File: config.mk
export PLATFORM = sky130hd
export DESIGN_NAME = pipe_cpu
export DESIGN_NICKNAME = d
export VERILOG_FILES = /design/src/source/cpu_pkg.sv /design/src/source/pipe_if.sv /design/src/source/decode_stage.sv /design/src/source/execute_stage.sv /design/src/source/fetch_unit.sv /design/src/source/halt_control.sv /design/src/source/mem_writeback.sv /design/src/source/pipe_cpu.sv
export SDC_FILE = /design/constraint.sdc
export NUM_CORES = 2
export LEC_CHECK = 0
export BUFFER_PORTS_ARGS = -buffer_cell sky130_fd_sc_hd__clkbuf_2
export CAP_MARGIN = 20
export CORE_UTILIZATION = 47
export DETAILED_ROUTE_END_ITERATION = 8
export GPL_ROUTABILITY_DRIVEN = 0
export REMOVE_ABC_BUFFERS = 1
export SYNTH_ARGS = -nofsm -noshare
export SYNTH_HDL_FRONTEND = slang
export SYNTH_SLANG_ARGS = --single-unit
File: constraint.sdc
create_clock -name clk -period 12.2 [get_ports clk]
set_input_delay 0 -clock clk [delete_from_list [all_inputs] [get_ports clk]]
set_output_delay 0 -clock clk [all_outputs]
set_load 0.02 [all_outputs]
File: src/source/cpu_pkg.sv
// RV32I subset only (no shifts, byte/half loads, LUI/AUIPC or JALR); encodings follow the base ISA
package cpu_pkg;

  localparam int xlen         = 32;
  localparam int reg_idx_bits = 5;

  // major opcodes
  localparam logic [6:0] op_rtype  = 7'b0110011;
  localparam logic [6:0] op_itype  = 7'b0010011;
  localparam logic [6:0] op_load   = 7'b0000011;
  localparam logic [6:0] op_store  = 7'b0100011;
  localparam logic [6:0] op_branch = 7'b1100011;
  localparam logic [6:0] op_jal    = 7'b1101111;
  localparam logic [6:0] op_system = 7'b1110011;

  localparam logic [2:0] f3_add = 3'b000; // also sub, told apart by funct7
  localparam logic [2:0] f3_slt = 3'b010;
  localparam logic [2:0] f3_xor = 3'b100;
  localparam logic [2:0] f3_or  = 3'b110;
  localparam logic [2:0] f3_and = 3'b111;
  localparam logic [2:0] f3_beq = 3'b000;
  localparam logic [2:0] f3_bne = 3'b001;

  localparam logic [6:0] f7_sub = 7'b0100000;

  // alu operation codes, decode to execute
  localparam logic [2:0] alu_add = 3'd0;
  localparam logic [2:0] alu_sub = 3'd1;
  localparam logic [2:0] alu_and = 3'd2;
  localparam logic [2:0] alu_or  = 3'd3;
  localparam logic [2:0] alu_xor = 3'd4;
  localparam logic [2:0] alu_slt = 3'd5;

  localparam logic [reg_idx_bits-1:0] reg_a7 = 5'd17; // ecall argument register

  // one instruction word, seen through each encoding format
  typedef union packed {
    struct packed {
      logic [6:0] funct7;
      logic [4:0] rs2;
      logic [4:0] rs1;
      logic [2:0] funct3;
      logic [4:0] rd;
      logic [6:0] opcode;
    } r;
    struct packed {
      logic [11:0] imm;
      logic [4:0]  rs1;
      logic [2:0]  funct3;
      logic [4:0]  rd;
      logic [6:0]  opcode;
    } i;
    struct packed {
      logic [6:0] imm_hi;
      logic [4:0] rs2;
      logic [4:0] rs1;
      logic [2:0] funct3;
      logic [4:0] imm_lo;
      logic [6:0] opcode;
    } s;
    struct packed {
      logic       imm12;
      logic [5:0] imm10_5;
      logic [4:0] rs2;
      logic [4:0] rs1;
      logic [2:0] funct3;
      logic [3:0] imm4_1;
      logic       imm11;
      logic [6:0] opcode;
    } b;
    struct packed {
      logic       imm20;
      logic [9:0] imm10_1;
      logic       imm11;
      logic [7:0] imm19_12;
      logic [4:0] rd;
      logic [6:0] opcode;
    } j;
  } inst_t;

endpackage

File: src/source/pipe_if.sv
// all members are plain levels with no handshake; sampled on the rising edge of clk
`timescale 1ns/1ps

// forwarding sources and the register write port
interface fwd_if import cpu_pkg::*; ();
  logic [reg_idx_bits-1:0] mem_rd;
  logic                    mem_reg_write;
  logic [xlen-1:0]         mem_value;
  logic                    mem_is_load;   // mem_value is an address, data not back yet
  logic [reg_idx_bits-1:0] wb_rd;
  logic                    wb_reg_write;
  logic [xlen-1:0]         wb_value;

  modport producer (output mem_rd, mem_reg_write, mem_value, mem_is_load);
  modport producer_wb (input mem_rd, mem_reg_write, output wb_rd, wb_reg_write, wb_value);
  modport consumer (input mem_rd, mem_reg_write, mem_value, mem_is_load,
                    input wb_rd, wb_reg_write, wb_value);
  modport regwrite (input wb_rd, wb_reg_write, wb_value);
endinterface

// fetch steering
interface flow_if import cpu_pkg::*; ();
  logic            stall;        // load-use, from decode
  logic            redirect;     // taken branch or jal, from execute
  logic [xlen-1:0] redirect_pc;
  logic            freeze;       // halt in progress

  modport follower (output stall, input redirect, redirect_pc, freeze);
  modport steer (output redirect, redirect_pc);
  modport hold (output freeze);
endinterface
File: src/source/decode_stage.sv
// decoder, register file and ID/EX; unsupported opcodes decode as no-ops, x0 reads as zero
`timescale 1ns/1ps

module decode_stage import cpu_pkg::*; (
  input  logic                    clk,
  input  logic                    reset,
  input  inst_t                   if_inst,
  input  logic [xlen-1:0]         if_pc,
  flow_if.follower                flow,
  fwd_if.regwrite                 wb,
  output logic [xlen-1:0]         id_pc,
  output logic [xlen-1:0]         id_rs1_val,
  output logic [xlen-1:0]         id_rs2_val,
  output logic [xlen-1:0]         id_imm,
  output logic [reg_idx_bits-1:0] id_rs1,
  output logic [reg_idx_bits-1:0] id_rs2,
  output logic [reg_idx_bits-1:0] id_rd,
  output logic [2:0]              id_alu_op,
  output logic                    id_use_imm,
  output logic                    id_is_load,
  output logic                    id_is_store,
  output logic                    id_is_branch,
  output logic                    id_branch_ne,
  output logic                    id_is_jal,
  output logic                    id_is_ecall,
  output logic                    id_reg_write
);

  logic [xlen-1:0] regs [32];
  logic [reg_idx_bits-1:0] rs1, rs2, rd;
  logic [xlen-1:0] imm;
  logic [2:0] alu_op;
  logic use_imm, is_load, is_store, is_branch, branch_ne, is_jal, is_ecall, reg_write;
  logic bubble;

  // write-before-read, a same-cycle writeback is visible
  function automatic logic [xlen-1:0] read_reg(input logic [reg_idx_bits-1:0] idx);
    if (idx == '0) return '0;
    if (wb.wb_reg_write && wb.wb_rd == idx) return wb.wb_value;
    return regs[idx];
  endfunction

  always_ff @(posedge clk) begin
    if (wb.wb_reg_write && wb.wb_rd != '0) regs[wb.wb_rd] <= wb.wb_value;
  end

  always_comb begin
    rs1 = '0; rs2 = '0; rd = '0;  // unused sources stay 0, no false hazard
    imm = '0;
    alu_op = alu_add;
    {use_imm, is_load, is_store, is_branch, branch_ne, is_jal, is_ecall, reg_write} = '0;
    case (if_inst.r.opcode)
      op_rtype: begin
        rs1 = if_inst.r.rs1;
        rs2 = if_inst.r.rs2;
        rd = if_inst.r.rd;
        reg_write = 1'b1;
        case (if_inst.r.funct3)
          f3_add: alu_op = (if_inst.r.funct7 == f7_sub) ? alu_sub : alu_add;
          f3_slt: alu_op = alu_slt;
          f3_xor: alu_op = alu_xor;
          f3_or:  alu_op = alu_or;
          f3_and: alu_op = alu_and;
          default: reg_write = 1'b0;
        endcase
      end
      op_itype, op_load: begin  // addi, lw
        rs1 = if_inst.i.rs1;
        rd = if_inst.i.rd;
        imm = {{20{if_inst.i.imm[11]}}, if_inst.i.imm};
        use_imm = 1'b1;
        is_load = (if_inst.i.opcode == op_load);
        reg_write = 1'b1;
      end
      op_store: begin
        rs1 = if_inst.s.rs1;
        rs2 = if_inst.s.rs2;
        imm = {{20{if_inst.s.imm_hi[6]}}, if_inst.s.imm_hi, if_inst.s.imm_lo};
        use_imm = 1'b1;
        is_store = 1'b1;
      end
      op_branch: begin
        rs1 = if_inst.b.rs1;
        rs2 = if_inst.b.rs2;
        imm = {{19{if_inst.b.imm12}}, if_inst.b.imm12, if_inst.b.imm11,
               if_inst.b.imm10_5, if_inst.b.imm4_1, 1'b0};
        is_branch = (if_inst.b.funct3 == f3_beq) || (if_inst.b.funct3 == f3_bne);
        branch_ne = (if_inst.b.funct3 == f3_bne);
      end
      op_jal: begin
        rd = if_inst.j.rd;
        imm = {{11{if_inst.j.imm20}}, if_inst.j.imm20, if_inst.j.imm19_12,
               if_inst.j.imm11, if_inst.j.imm10_1, 1'b0};
        is_jal = 1'b1;
        reg_write = 1'b1;
      end
      op_system: begin
        is_ecall = (if_inst.i.imm == '0);  // ebreak ignored
        rs1 = is_ecall ? reg_a7 : '0;
      end
      default: ;
    endcase
    if (!reg_write) rd = '0;
  end

  // load in EX feeding this instruction
  assign flow.stall = id_is_load && id_rd != '0 && (id_rd == rs1 || id_rd == rs2);
  assign bubble = reset || flow.stall || flow.redirect || flow.freeze;

  always_ff @(posedge clk) begin
    if (bubble) begin
      {id_is_load, id_is_store, id_is_branch, id_is_jal, id_is_ecall, id_reg_write} <= '0;
      id_rs1 <= '0;
      id_rs2 <= '0;
      id_rd  <= '0;
    end else begin
      {id_is_load, id_is_store, id_is_branch, id_is_jal, id_is_ecall, id_reg_write} <=
        {is_load, is_store, is_branch, is_jal, is_ecall, reg_write};
      id_rs1 <= rs1;
      id_rs2 <= rs2;
      id_rd  <= rd;
    end
  end

  always_ff @(posedge clk) begin
    id_pc <= if_pc;
    id_rs1_val <= read_reg(rs1);
    id_rs2_val <= read_reg(rs2);
    id_imm <= imm;
    id_alu_op <= alu_op;
    id_use_imm <= use_imm;
    id_branch_ne <= branch_ne;
  end

endmodule

File: src/source/execute_stage.sv
// forwarding, alu, branch/jal resolution and EX/MEM; not-taken is the only prediction
`timescale 1ns/1ps

module execute_stage import cpu_pkg::*; (
  input  logic                    clk,
  input  logic                    reset,
  input  logic [xlen-1:0]         id_pc,
  input  logic [xlen-1:0]         id_rs1_val,
  input  logic [xlen-1:0]         id_rs2_val,
  input  logic [xlen-1:0]         id_imm,
  input  logic [reg_idx_bits-1:0] id_rs1,
  input  logic [reg_idx_bits-1:0] id_rs2,
  input  logic [reg_idx_bits-1:0] id_rd,
  input  logic [2:0]              id_alu_op,
  input  logic                    id_use_imm,
  input  logic                    id_is_load,
  input  logic                    id_is_store,
  input  logic                    id_is_branch,
  input  logic                    id_branch_ne,
  input  logic                    id_is_jal,
  input  logic                    id_is_ecall,
  input  logic                    id_reg_write,
  fwd_if.producer                 fwd,
  fwd_if.consumer                 fwd_in,
  flow_if.steer                   flow,
  output logic                    ecall,
  output logic [xlen-1:0]         ecall_value,
  output logic [xlen-1:0]         ex_alu_out,
  output logic [xlen-1:0]         ex_store_data,
  output logic                    ex_is_load,
  output logic                    ex_is_store
);

  logic [xlen-1:0] op_a, op_b, rs2_fwd, alu_res;
  logic [reg_idx_bits-1:0] ex_rd;
  logic ex_reg_write;
  logic taken;

  // newest producer wins, x0 never forwarded
  function automatic logic [xlen-1:0] pick(input logic [reg_idx_bits-1:0] idx,
                                           input logic [xlen-1:0] reg_val);
    if (idx == '0) return reg_val;
    if (fwd_in.mem_reg_write && !fwd_in.mem_is_load && fwd_in.mem_rd == idx)
      return fwd_in.mem_value;
    if (fwd_in.wb_reg_write && fwd_in.wb_rd == idx) return fwd_in.wb_value;
    return reg_val;
  endfunction

  assign op_a    = pick(id_rs1, id_rs1_val);
  assign rs2_fwd = pick(id_rs2, id_rs2_val);
  assign op_b    = id_use_imm ? id_imm : rs2_fwd;

  always_comb begin
    case (id_alu_op)
      alu_sub: alu_res = op_a - op_b;
      alu_and: alu_res = op_a & op_b;
      alu_or:  alu_res = op_a | op_b;
      alu_xor: alu_res = op_a ^ op_b;
      alu_slt: alu_res = {{(xlen-1){1'b0}}, $signed(op_a) < $signed(op_b)};
      default: alu_res = op_a + op_b;
    endcase
  end

  assign taken = id_is_branch && ((op_a == rs2_fwd) != id_branch_ne);
  assign flow.redirect    = taken || id_is_jal;   // flushes IF and ID
  assign flow.redirect_pc = id_pc + id_imm;

  assign ecall       = id_is_ecall;
  assign ecall_value = op_a;  // rs1 forced to a7 in decode

  always_ff @(posedge clk) begin
    if (reset) begin
      {ex_is_load, ex_is_store, ex_reg_write} <= '0;
      ex_rd <= '0;
    end else begin
      {ex_is_load, ex_is_store, ex_reg_write} <= {id_is_load, id_is_store, id_reg_write};
      ex_rd <= id_rd;
    end
  end

  always_ff @(posedge clk) begin
    ex_alu_out    <= id_is_jal ? id_pc + xlen'(4) : alu_res;  // link value for jal
    ex_store_data <= rs2_fwd;
  end

  assign fwd.mem_rd        = ex_rd;
  assign fwd.mem_reg_write = ex_reg_write;
  assign fwd.mem_value     = ex_alu_out;
  assign fwd.mem_is_load   = ex_is_load;

endmodule

File: src/source/fetch_unit.sv
// pc and IF/ID; assumes word-aligned targets and an imem that answers in the same cycle
`timescale 1ns/1ps

module fetch_unit import cpu_pkg::*; #(
  parameter logic [xlen-1:0] reset_pc = '0
) (
  input  logic            clk,
  input  logic            reset,
  flow_if.follower        flow,
  output logic [xlen-1:0] imem_addr,
  input  logic [xlen-1:0] imem_rdata,
  output inst_t           if_inst,
  output logic [xlen-1:0] if_pc
);

  logic [xlen-1:0] pc;

  assign imem_addr = pc;

  always_ff @(posedge clk) begin
    if (reset) begin
      pc <= reset_pc;
    end else if (flow.redirect) begin
      pc <= flow.redirect_pc;  // wins over stall
    end else if (flow.stall || flow.freeze) begin
      pc <= pc;
    end else begin
      pc <= pc + xlen'(4);
    end
  end

  // IF/ID, an all-zero word decodes as a bubble
  always_ff @(posedge clk) begin
    if (reset || flow.redirect) begin
      if_inst <= '0;
    end else if (!(flow.stall || flow.freeze)) begin
      if_inst <= imem_rdata;
    end
  end

  always_ff @(posedge clk) begin
    if (!(flow.stall || flow.freeze)) if_pc <= pc;  // pc only matters with a live inst
  end

endmodule

File: src/source/halt_control.sv
// halts on ecall with a7 == halt_code after a fixed 3-cycle drain; only reset leaves halted
`timescale 1ns/1ps

module halt_control import cpu_pkg::*; #(
  parameter logic [xlen-1:0] halt_code = 10
) (
  input  logic            clk,
  input  logic            reset,
  input  logic            ecall,
  input  logic [xlen-1:0] ecall_value,
  flow_if.hold            flow,
  output logic            is_halted
);

  localparam logic [1:0] st_running  = 2'd0;
  localparam logic [1:0] st_draining = 2'd1;
  localparam logic [1:0] st_halted   = 2'd2;

  logic [1:0] state;
  logic [1:0] drain_cnt;
  logic hit;

  assign hit = ecall && (ecall_value == halt_code);  // other values are a no-op

  always_ff @(posedge clk) begin
    if (reset) begin
      state <= st_running;
      drain_cnt <= '0;
    end else begin
      case (state)
        st_running:  if (hit) state <= st_draining;
        st_draining: begin
          drain_cnt <= drain_cnt + 2'd1;
          if (drain_cnt == 2'd2) state <= st_halted;  // MEM and WB retired
        end
        default: state <= st_halted;
      endcase
    end
  end

  // freeze already in the ecall cycle so nothing younger gets in
  assign flow.freeze = (state != st_running) || hit;
  assign is_halted   = (state == st_halted);

endmodule

File: src/source/mem_writeback.sv
// drives the data port straight from EX/MEM; dmem must return read data in the same cycle
`timescale 1ns/1ps

module mem_writeback import cpu_pkg::*; (
  input  logic            clk,
  input  logic            reset,
  input  logic [xlen-1:0] ex_alu_out,
  input  logic [xlen-1:0] ex_store_data,
  input  logic            ex_is_load,
  input  logic            ex_is_store,
  output logic [xlen-1:0] dmem_addr,
  output logic [xlen-1:0] dmem_wdata,
  output logic            dmem_read,
  output logic            dmem_write,
  input  logic [xlen-1:0] dmem_rdata,
  fwd_if.producer_wb      wb
);

  logic [xlen-1:0] mw_rdata, mw_alu;
  logic mw_load;

  assign dmem_addr  = ex_alu_out;
  assign dmem_wdata = ex_store_data;
  assign dmem_read  = ex_is_load;
  assign dmem_write = ex_is_store;

  always_ff @(posedge clk) begin
    if (reset) begin
      wb.wb_reg_write <= 1'b0;
      wb.wb_rd <= '0;
    end else begin
      wb.wb_reg_write <= wb.mem_reg_write;
      wb.wb_rd <= wb.mem_rd;
    end
  end

  always_ff @(posedge clk) begin
    mw_load  <= ex_is_load;
    mw_rdata <= dmem_rdata;
    mw_alu   <= ex_alu_out;
  end

  assign wb.wb_value = mw_load ? mw_rdata : mw_alu;  // writeback select

endmodule

File: src/source/pipe_cpu.sv
// five-stage rv32i subset core; imem and dmem live outside and must answer combinationally
`timescale 1ns/1ps

module pipe_cpu import cpu_pkg::*; #(
  parameter logic [xlen-1:0] reset_pc  = '0,
  parameter logic [xlen-1:0] halt_code = 10
) (
  input  logic            clk,
  input  logic            reset,
  output logic [xlen-1:0] imem_addr,
  input  logic [xlen-1:0] imem_rdata,
  output logic [xlen-1:0] dmem_addr,
  output logic [xlen-1:0] dmem_wdata,
  output logic            dmem_read,
  output logic            dmem_write,
  input  logic [xlen-1:0] dmem_rdata,
  output logic            is_halted
);

  fwd_if  fwd ();
  flow_if flow ();

  inst_t if_inst;
  logic [xlen-1:0] if_pc;
  logic [xlen-1:0] id_pc, id_rs1_val, id_rs2_val, id_imm;
  logic [reg_idx_bits-1:0] id_rs1, id_rs2, id_rd;
  logic [2:0] id_alu_op;
  logic id_use_imm, id_is_load, id_is_store, id_is_branch, id_branch_ne;
  logic id_is_jal, id_is_ecall, id_reg_write;
  logic [xlen-1:0] ex_alu_out, ex_store_data, ecall_value;
  logic ex_is_load, ex_is_store, ecall;

  fetch_unit #(.reset_pc(reset_pc)) u_fetch (
    .clk, .reset, .flow(flow.follower), .imem_addr, .imem_rdata, .if_inst, .if_pc
  );

  decode_stage u_decode (
    .clk, .reset, .if_inst, .if_pc, .flow(flow.follower), .wb(fwd.regwrite),
    .id_pc, .id_rs1_val, .id_rs2_val, .id_imm, .id_rs1, .id_rs2, .id_rd, .id_alu_op,
    .id_use_imm, .id_is_load, .id_is_store, .id_is_branch, .id_branch_ne, .id_is_jal,
    .id_is_ecall, .id_reg_write
  );

  execute_stage u_execute (
    .clk, .reset, .id_pc, .id_rs1_val, .id_rs2_val, .id_imm, .id_rs1, .id_rs2, .id_rd,
    .id_alu_op, .id_use_imm, .id_is_load, .id_is_store, .id_is_branch, .id_branch_ne,
    .id_is_jal, .id_is_ecall, .id_reg_write,
    .fwd(fwd.producer), .fwd_in(fwd.consumer), .flow(flow.steer),
    .ecall, .ecall_value, .ex_alu_out, .ex_store_data, .ex_is_load, .ex_is_store
  );

  mem_writeback u_memwb (
    .clk, .reset, .ex_alu_out, .ex_store_data, .ex_is_load, .ex_is_store,
    .dmem_addr, .dmem_wdata, .dmem_read, .dmem_write, .dmem_rdata, .wb(fwd.producer_wb)
  );

  halt_control #(.halt_code(halt_code)) u_halt (
    .clk, .reset, .ecall, .ecall_value, .flow(flow.hold), .is_halted
  );

endmodule

==> impl_results.md <==
* Synthesized cell area at 69100 um2
* Setup bufs post-CTS at 0
* Antenna violations before repair at 9
* Cell Int Power at 0.00806 W
* Resized Gates After CTS at 0
* Number of buffers created by CTS at 154
* Levels on crit path at 22
* Largest area contributor in the netlist: edfxtp_1
* Layout cells sized above 1 at 15.0%
* Port Buffers at 164
* GR Overflow Total at 0
* Setup TNS at 0 ps
* Worst VDD drop at 134 uV
* TritonCTS clock tree: built
* Register bit total from synthesis at 1410
* Synth top area share at 45.9%
* Highest cell delay on the worst timing path at 920 ps
* Max Clk Rate at 150 MHz
* Largest net degree at the start of global routing at 118
* Worst setup path endpoint: u_execute.ex_alu_out[28]
* Clock-pin slew on the worst setup and hold paths at 60 ps
* Pleak at 28.2 nW
* Fin crit period at 6680 ps
* Largest delay contributor family on the critical path: compound AO/OA/AOI/OAI gates
* Crit-path cells: xor2_1 > nor4_1 > and3_1 > o21a_2 > o221a_2 > o21a_1 > inv_1 > ha_1 > inv_1 > fa_1 > nor2b_1 > o21ai_0 > a21o_1 > a21oi_1 > o31ai_1 > o21ai_0 > a211oi_1 > o21ai_0 > xnor2_1 > o21ai_0 > a221oi_1 > a22oi_1
* Total track usage at 34.1%
* CORE AREA at 146000 um2
* Crit path required time at 12840 ps
* Top Ports at 165
* Rows at 140
* Crit start category: flop
* Drt pass-1 iters at 6
* FFs w/ async S/R, synth at 0%
* Final ANT Viol Nets at 0
* Critical Path Fanout Max at 32
* Max-cap violations at 0
* Area contributors post-synth: edfxtp_1 46%, dfxtp_1 10%, mux4_2 8.3%
* Worst setup startpoint: u_memwb.wb.wb_rd[2]
* Yosys warns at 0
* Flop-to-flop setup slack at 5520 ps
* CTS max path bufs at 3
* Root Buffer: clkbuf_16
* R2R depth at 22
* Ys flop type: edfxtp_1
* Share of power burned in registers at 50.4%
* Post-Route WL at 257000 um
* Hold/Removal Path Class: input pin to flop
* Reg2reg end: u_execute.ex_alu_out[28]
* Period utilization at 54.7%
* Die footprint at 149000 um2
* CP most frequent cell: o21ai_0
* Area occupied by multi-input gates at 28400 um2
* Unrepaired setup endpoints after global routing: false
* Buf/Inv on CP at 2
* First-pass GRT wire length at 364000 um
* Sequential area share after synthesis at 56.2%
* Layout area overhead at 13.7%
* Mean Syn Cell Area at 11.9 um2
* Chip Width at 385 um
* Clock Skews at 43.3 ps
* Measured slew at the worst slew-check pin at 1140 ps
* Gate power share at 3.6%
* Final hold violations at 0
* H-tree lvl count at 4
* Dpl cell area at 72100 um2
* Vias per cell at 6.76
* Power share of the clock group at 46.0%
* Syn Inst Count at 5786
* Psw at 0.00224 W
* CP arrival at 7320 ps
* Reg area at 38800 um2
* Die H at 385 um
* Crit end category: flop
* Final std cell area, no fill at 78500 um2
* Initial Util at 47.4%
* # setup viols final at 0
* Slowest-stage cell, CP: dfxtp_1
* Fillers at 12300
* WS Path Type: flop to flop
* Iter 0 DRT Violations at 7655
* Reg2reg start: u_memwb.wb.wb_rd[2]
* PD cells at 131 nW/um2
* Sw Ratio at 21.8%
* Max-slew violations at 0
* Residual DRC at 0
* DP HPWL at 149000 um
* Post-synth cell types at 83
* Slew Limit Headroom at 23.7%
* Number of flip-flops in the largest register at 1024
* Most flops, register: u_decode.regs
* Post-CTS Hold Buffers at 127
* Via count at 54000
* Number of flops mapped to enable cells by yosys at 1056
* Clock Latency Late Sink at 820 ps
* Clk sink count at 1410
* Drt wl/cell at 32.2 um
* Total power at 0.0103 W
* Vias in the first global route at 51700
* Outcome: completed
* NumNets Final at 6143
-- stage by stage --
stage | utilization, % | worst slack [ps] | hold WS [ps] | instances
finish | 53.9 | 5520 | 88.5 | 7993
global route | 53.9 | 5000 | 87.1 | 7990
CTS | 53.8 | 5710 | 35.8 | 7988
detailed placement | 49.5 | 5760 | 104 | 7576
global placement | 49.4 | 5670 | 102 | 7570
floorplan | - | -3980 | 27.7 | 5377
-- layout by cell type, fill, tap and decap left out, types with 108 or more instances in the layout --
| cell type | count |
|---|---|
| edfxtp_1 | 1056 |
| nand2_1 | 739 |
| a21oi_1 | 365 |
| dfxtp_1 | 348 |
| nor2_1 | 269 |
| mux4_2 | 256 |
| mux2i_1 | 221 |
| o221ai_1 | 178 |
| inv_1 | 173 |
| clkbuf_2 | 166 |
| clkbuf_16 | 158 |
| nand3_1 | 153 |
| a31oi_1 | 149 |
| o21ai_0 | 141 |
| ha_1 | 130 |
| dlygate4sd3_1 | 127 |
| buf_4 | 108 |
-- power groups by stage --
stage	Clock [W]	Combinational (W)	Sequential, W
6_report	0.00474	0.000369	0.00519
5_1_grt	0.00497	0.000391	0.00519
4_1_cts	0.00478	0.000357	0.00519
3_5_place_dp	0	0.000324	0.00529
3_3_place_gp	0	0.000322	0.00529
2_1_floorplan	0	0.000209	0.00528
-- routing by layer --
layer | track usage [%] | up-vias | routed length [um]
met5 | 0 | - | 13
met4 | 19.8 | 2 | 16000
met3 | 7.68 | 764 | 31600
met2 | 50.5 | 3875 | 113000
met1 | 45.9 | 26900 | 97100
li1 | - | 22500 | -
-- cells by family (layout without fill, tap and decap cells) --
group                      count (synthesis)  in the layout  synth area share [%]
and+or+nand+nor                         1590           1590                  10.3
DFF                                     1410           1410                  56.2
AOI/OAI and AO/OA                       1347           1347                  13.2
buffers and inverters                    617            873                  3.50
muxes                                    512            512                  12.1
xor gates and xnor gates                 176            176                  2.23
adders and majority gates                133            133                  2.44
other                                      1             35               0.00543
-- worst min-delay path by stage --
| stage | startpoint | endpoint | slack (ps) | depth (start not counted) |
|---|---|---|---|---|
| global route | imem_rdata[4] | u_fetch.if_inst[4] | 90 | 4 |
| CTS | imem_rdata[4] | u_fetch.if_inst[4] | 40 | 4 |
| global placement | dmem_rdata[5] | u_memwb.mw_rdata[5] | 100 | 1 |
| floorplan | dmem_rdata[0] | u_memwb.mw_rdata[0] | 30 | 0 |
| detailed placement | dmem_rdata[5] | u_memwb.mw_rdata[5] | 100 | 1 |
| finish | imem_rdata[5] | u_fetch.if_inst[5] | 90 | 4 |
-- worst register-to-register path, delay by kind of cell, from the launching register on --
| kind | cells | cell delay (ps) |
|---|---|---|
| compound gates | 13 | 4030 |
| xor+xnor | 2 | 360 |
| fa+ha+maj | 2 | 410 |
| buf+inv | 2 | 160 |
| flops | 1 | 920 |
| simple gates | 3 | 640 |
-- final cells by class --
class                      instances  area share, %
antenna                            3        0.00956
clock buffer                     222           5.59
clock inverter                    63          0.940
inverter                         177          0.848
multi-input combinational       3790           36.2
sequential                      1410           49.4
tap                             1917           3.05
timing repair buffer             411           3.94
-- synthesized netlist by cell type, types with 30 or more instances --
cell	instances
a22oi_1	69
nor3_1	95
and3_1	63
mux2_2	35
a221o_1	34
a21o_1	42
xnor2_1	102
xor2_1	74
buf_2	43
buf_1	46
nor2b_1	30
nor2_1	294
ha_1	130
nand2_1	752
o22ai_1	77
mux2i_1	221
edfxtp_1	1056
o211ai_1	41
mux4_2	256
inv_1	174
a211oi_1	31
nand3_1	153
a21oi_1	365
o221ai_1	178
o21ai_0	143
dfxtp_1	354
a311oi_1	68
nor4_1	61
a31oi_1	149
clkbuf_1	342
and2_1	51
(Power assumes the default switching activity.)
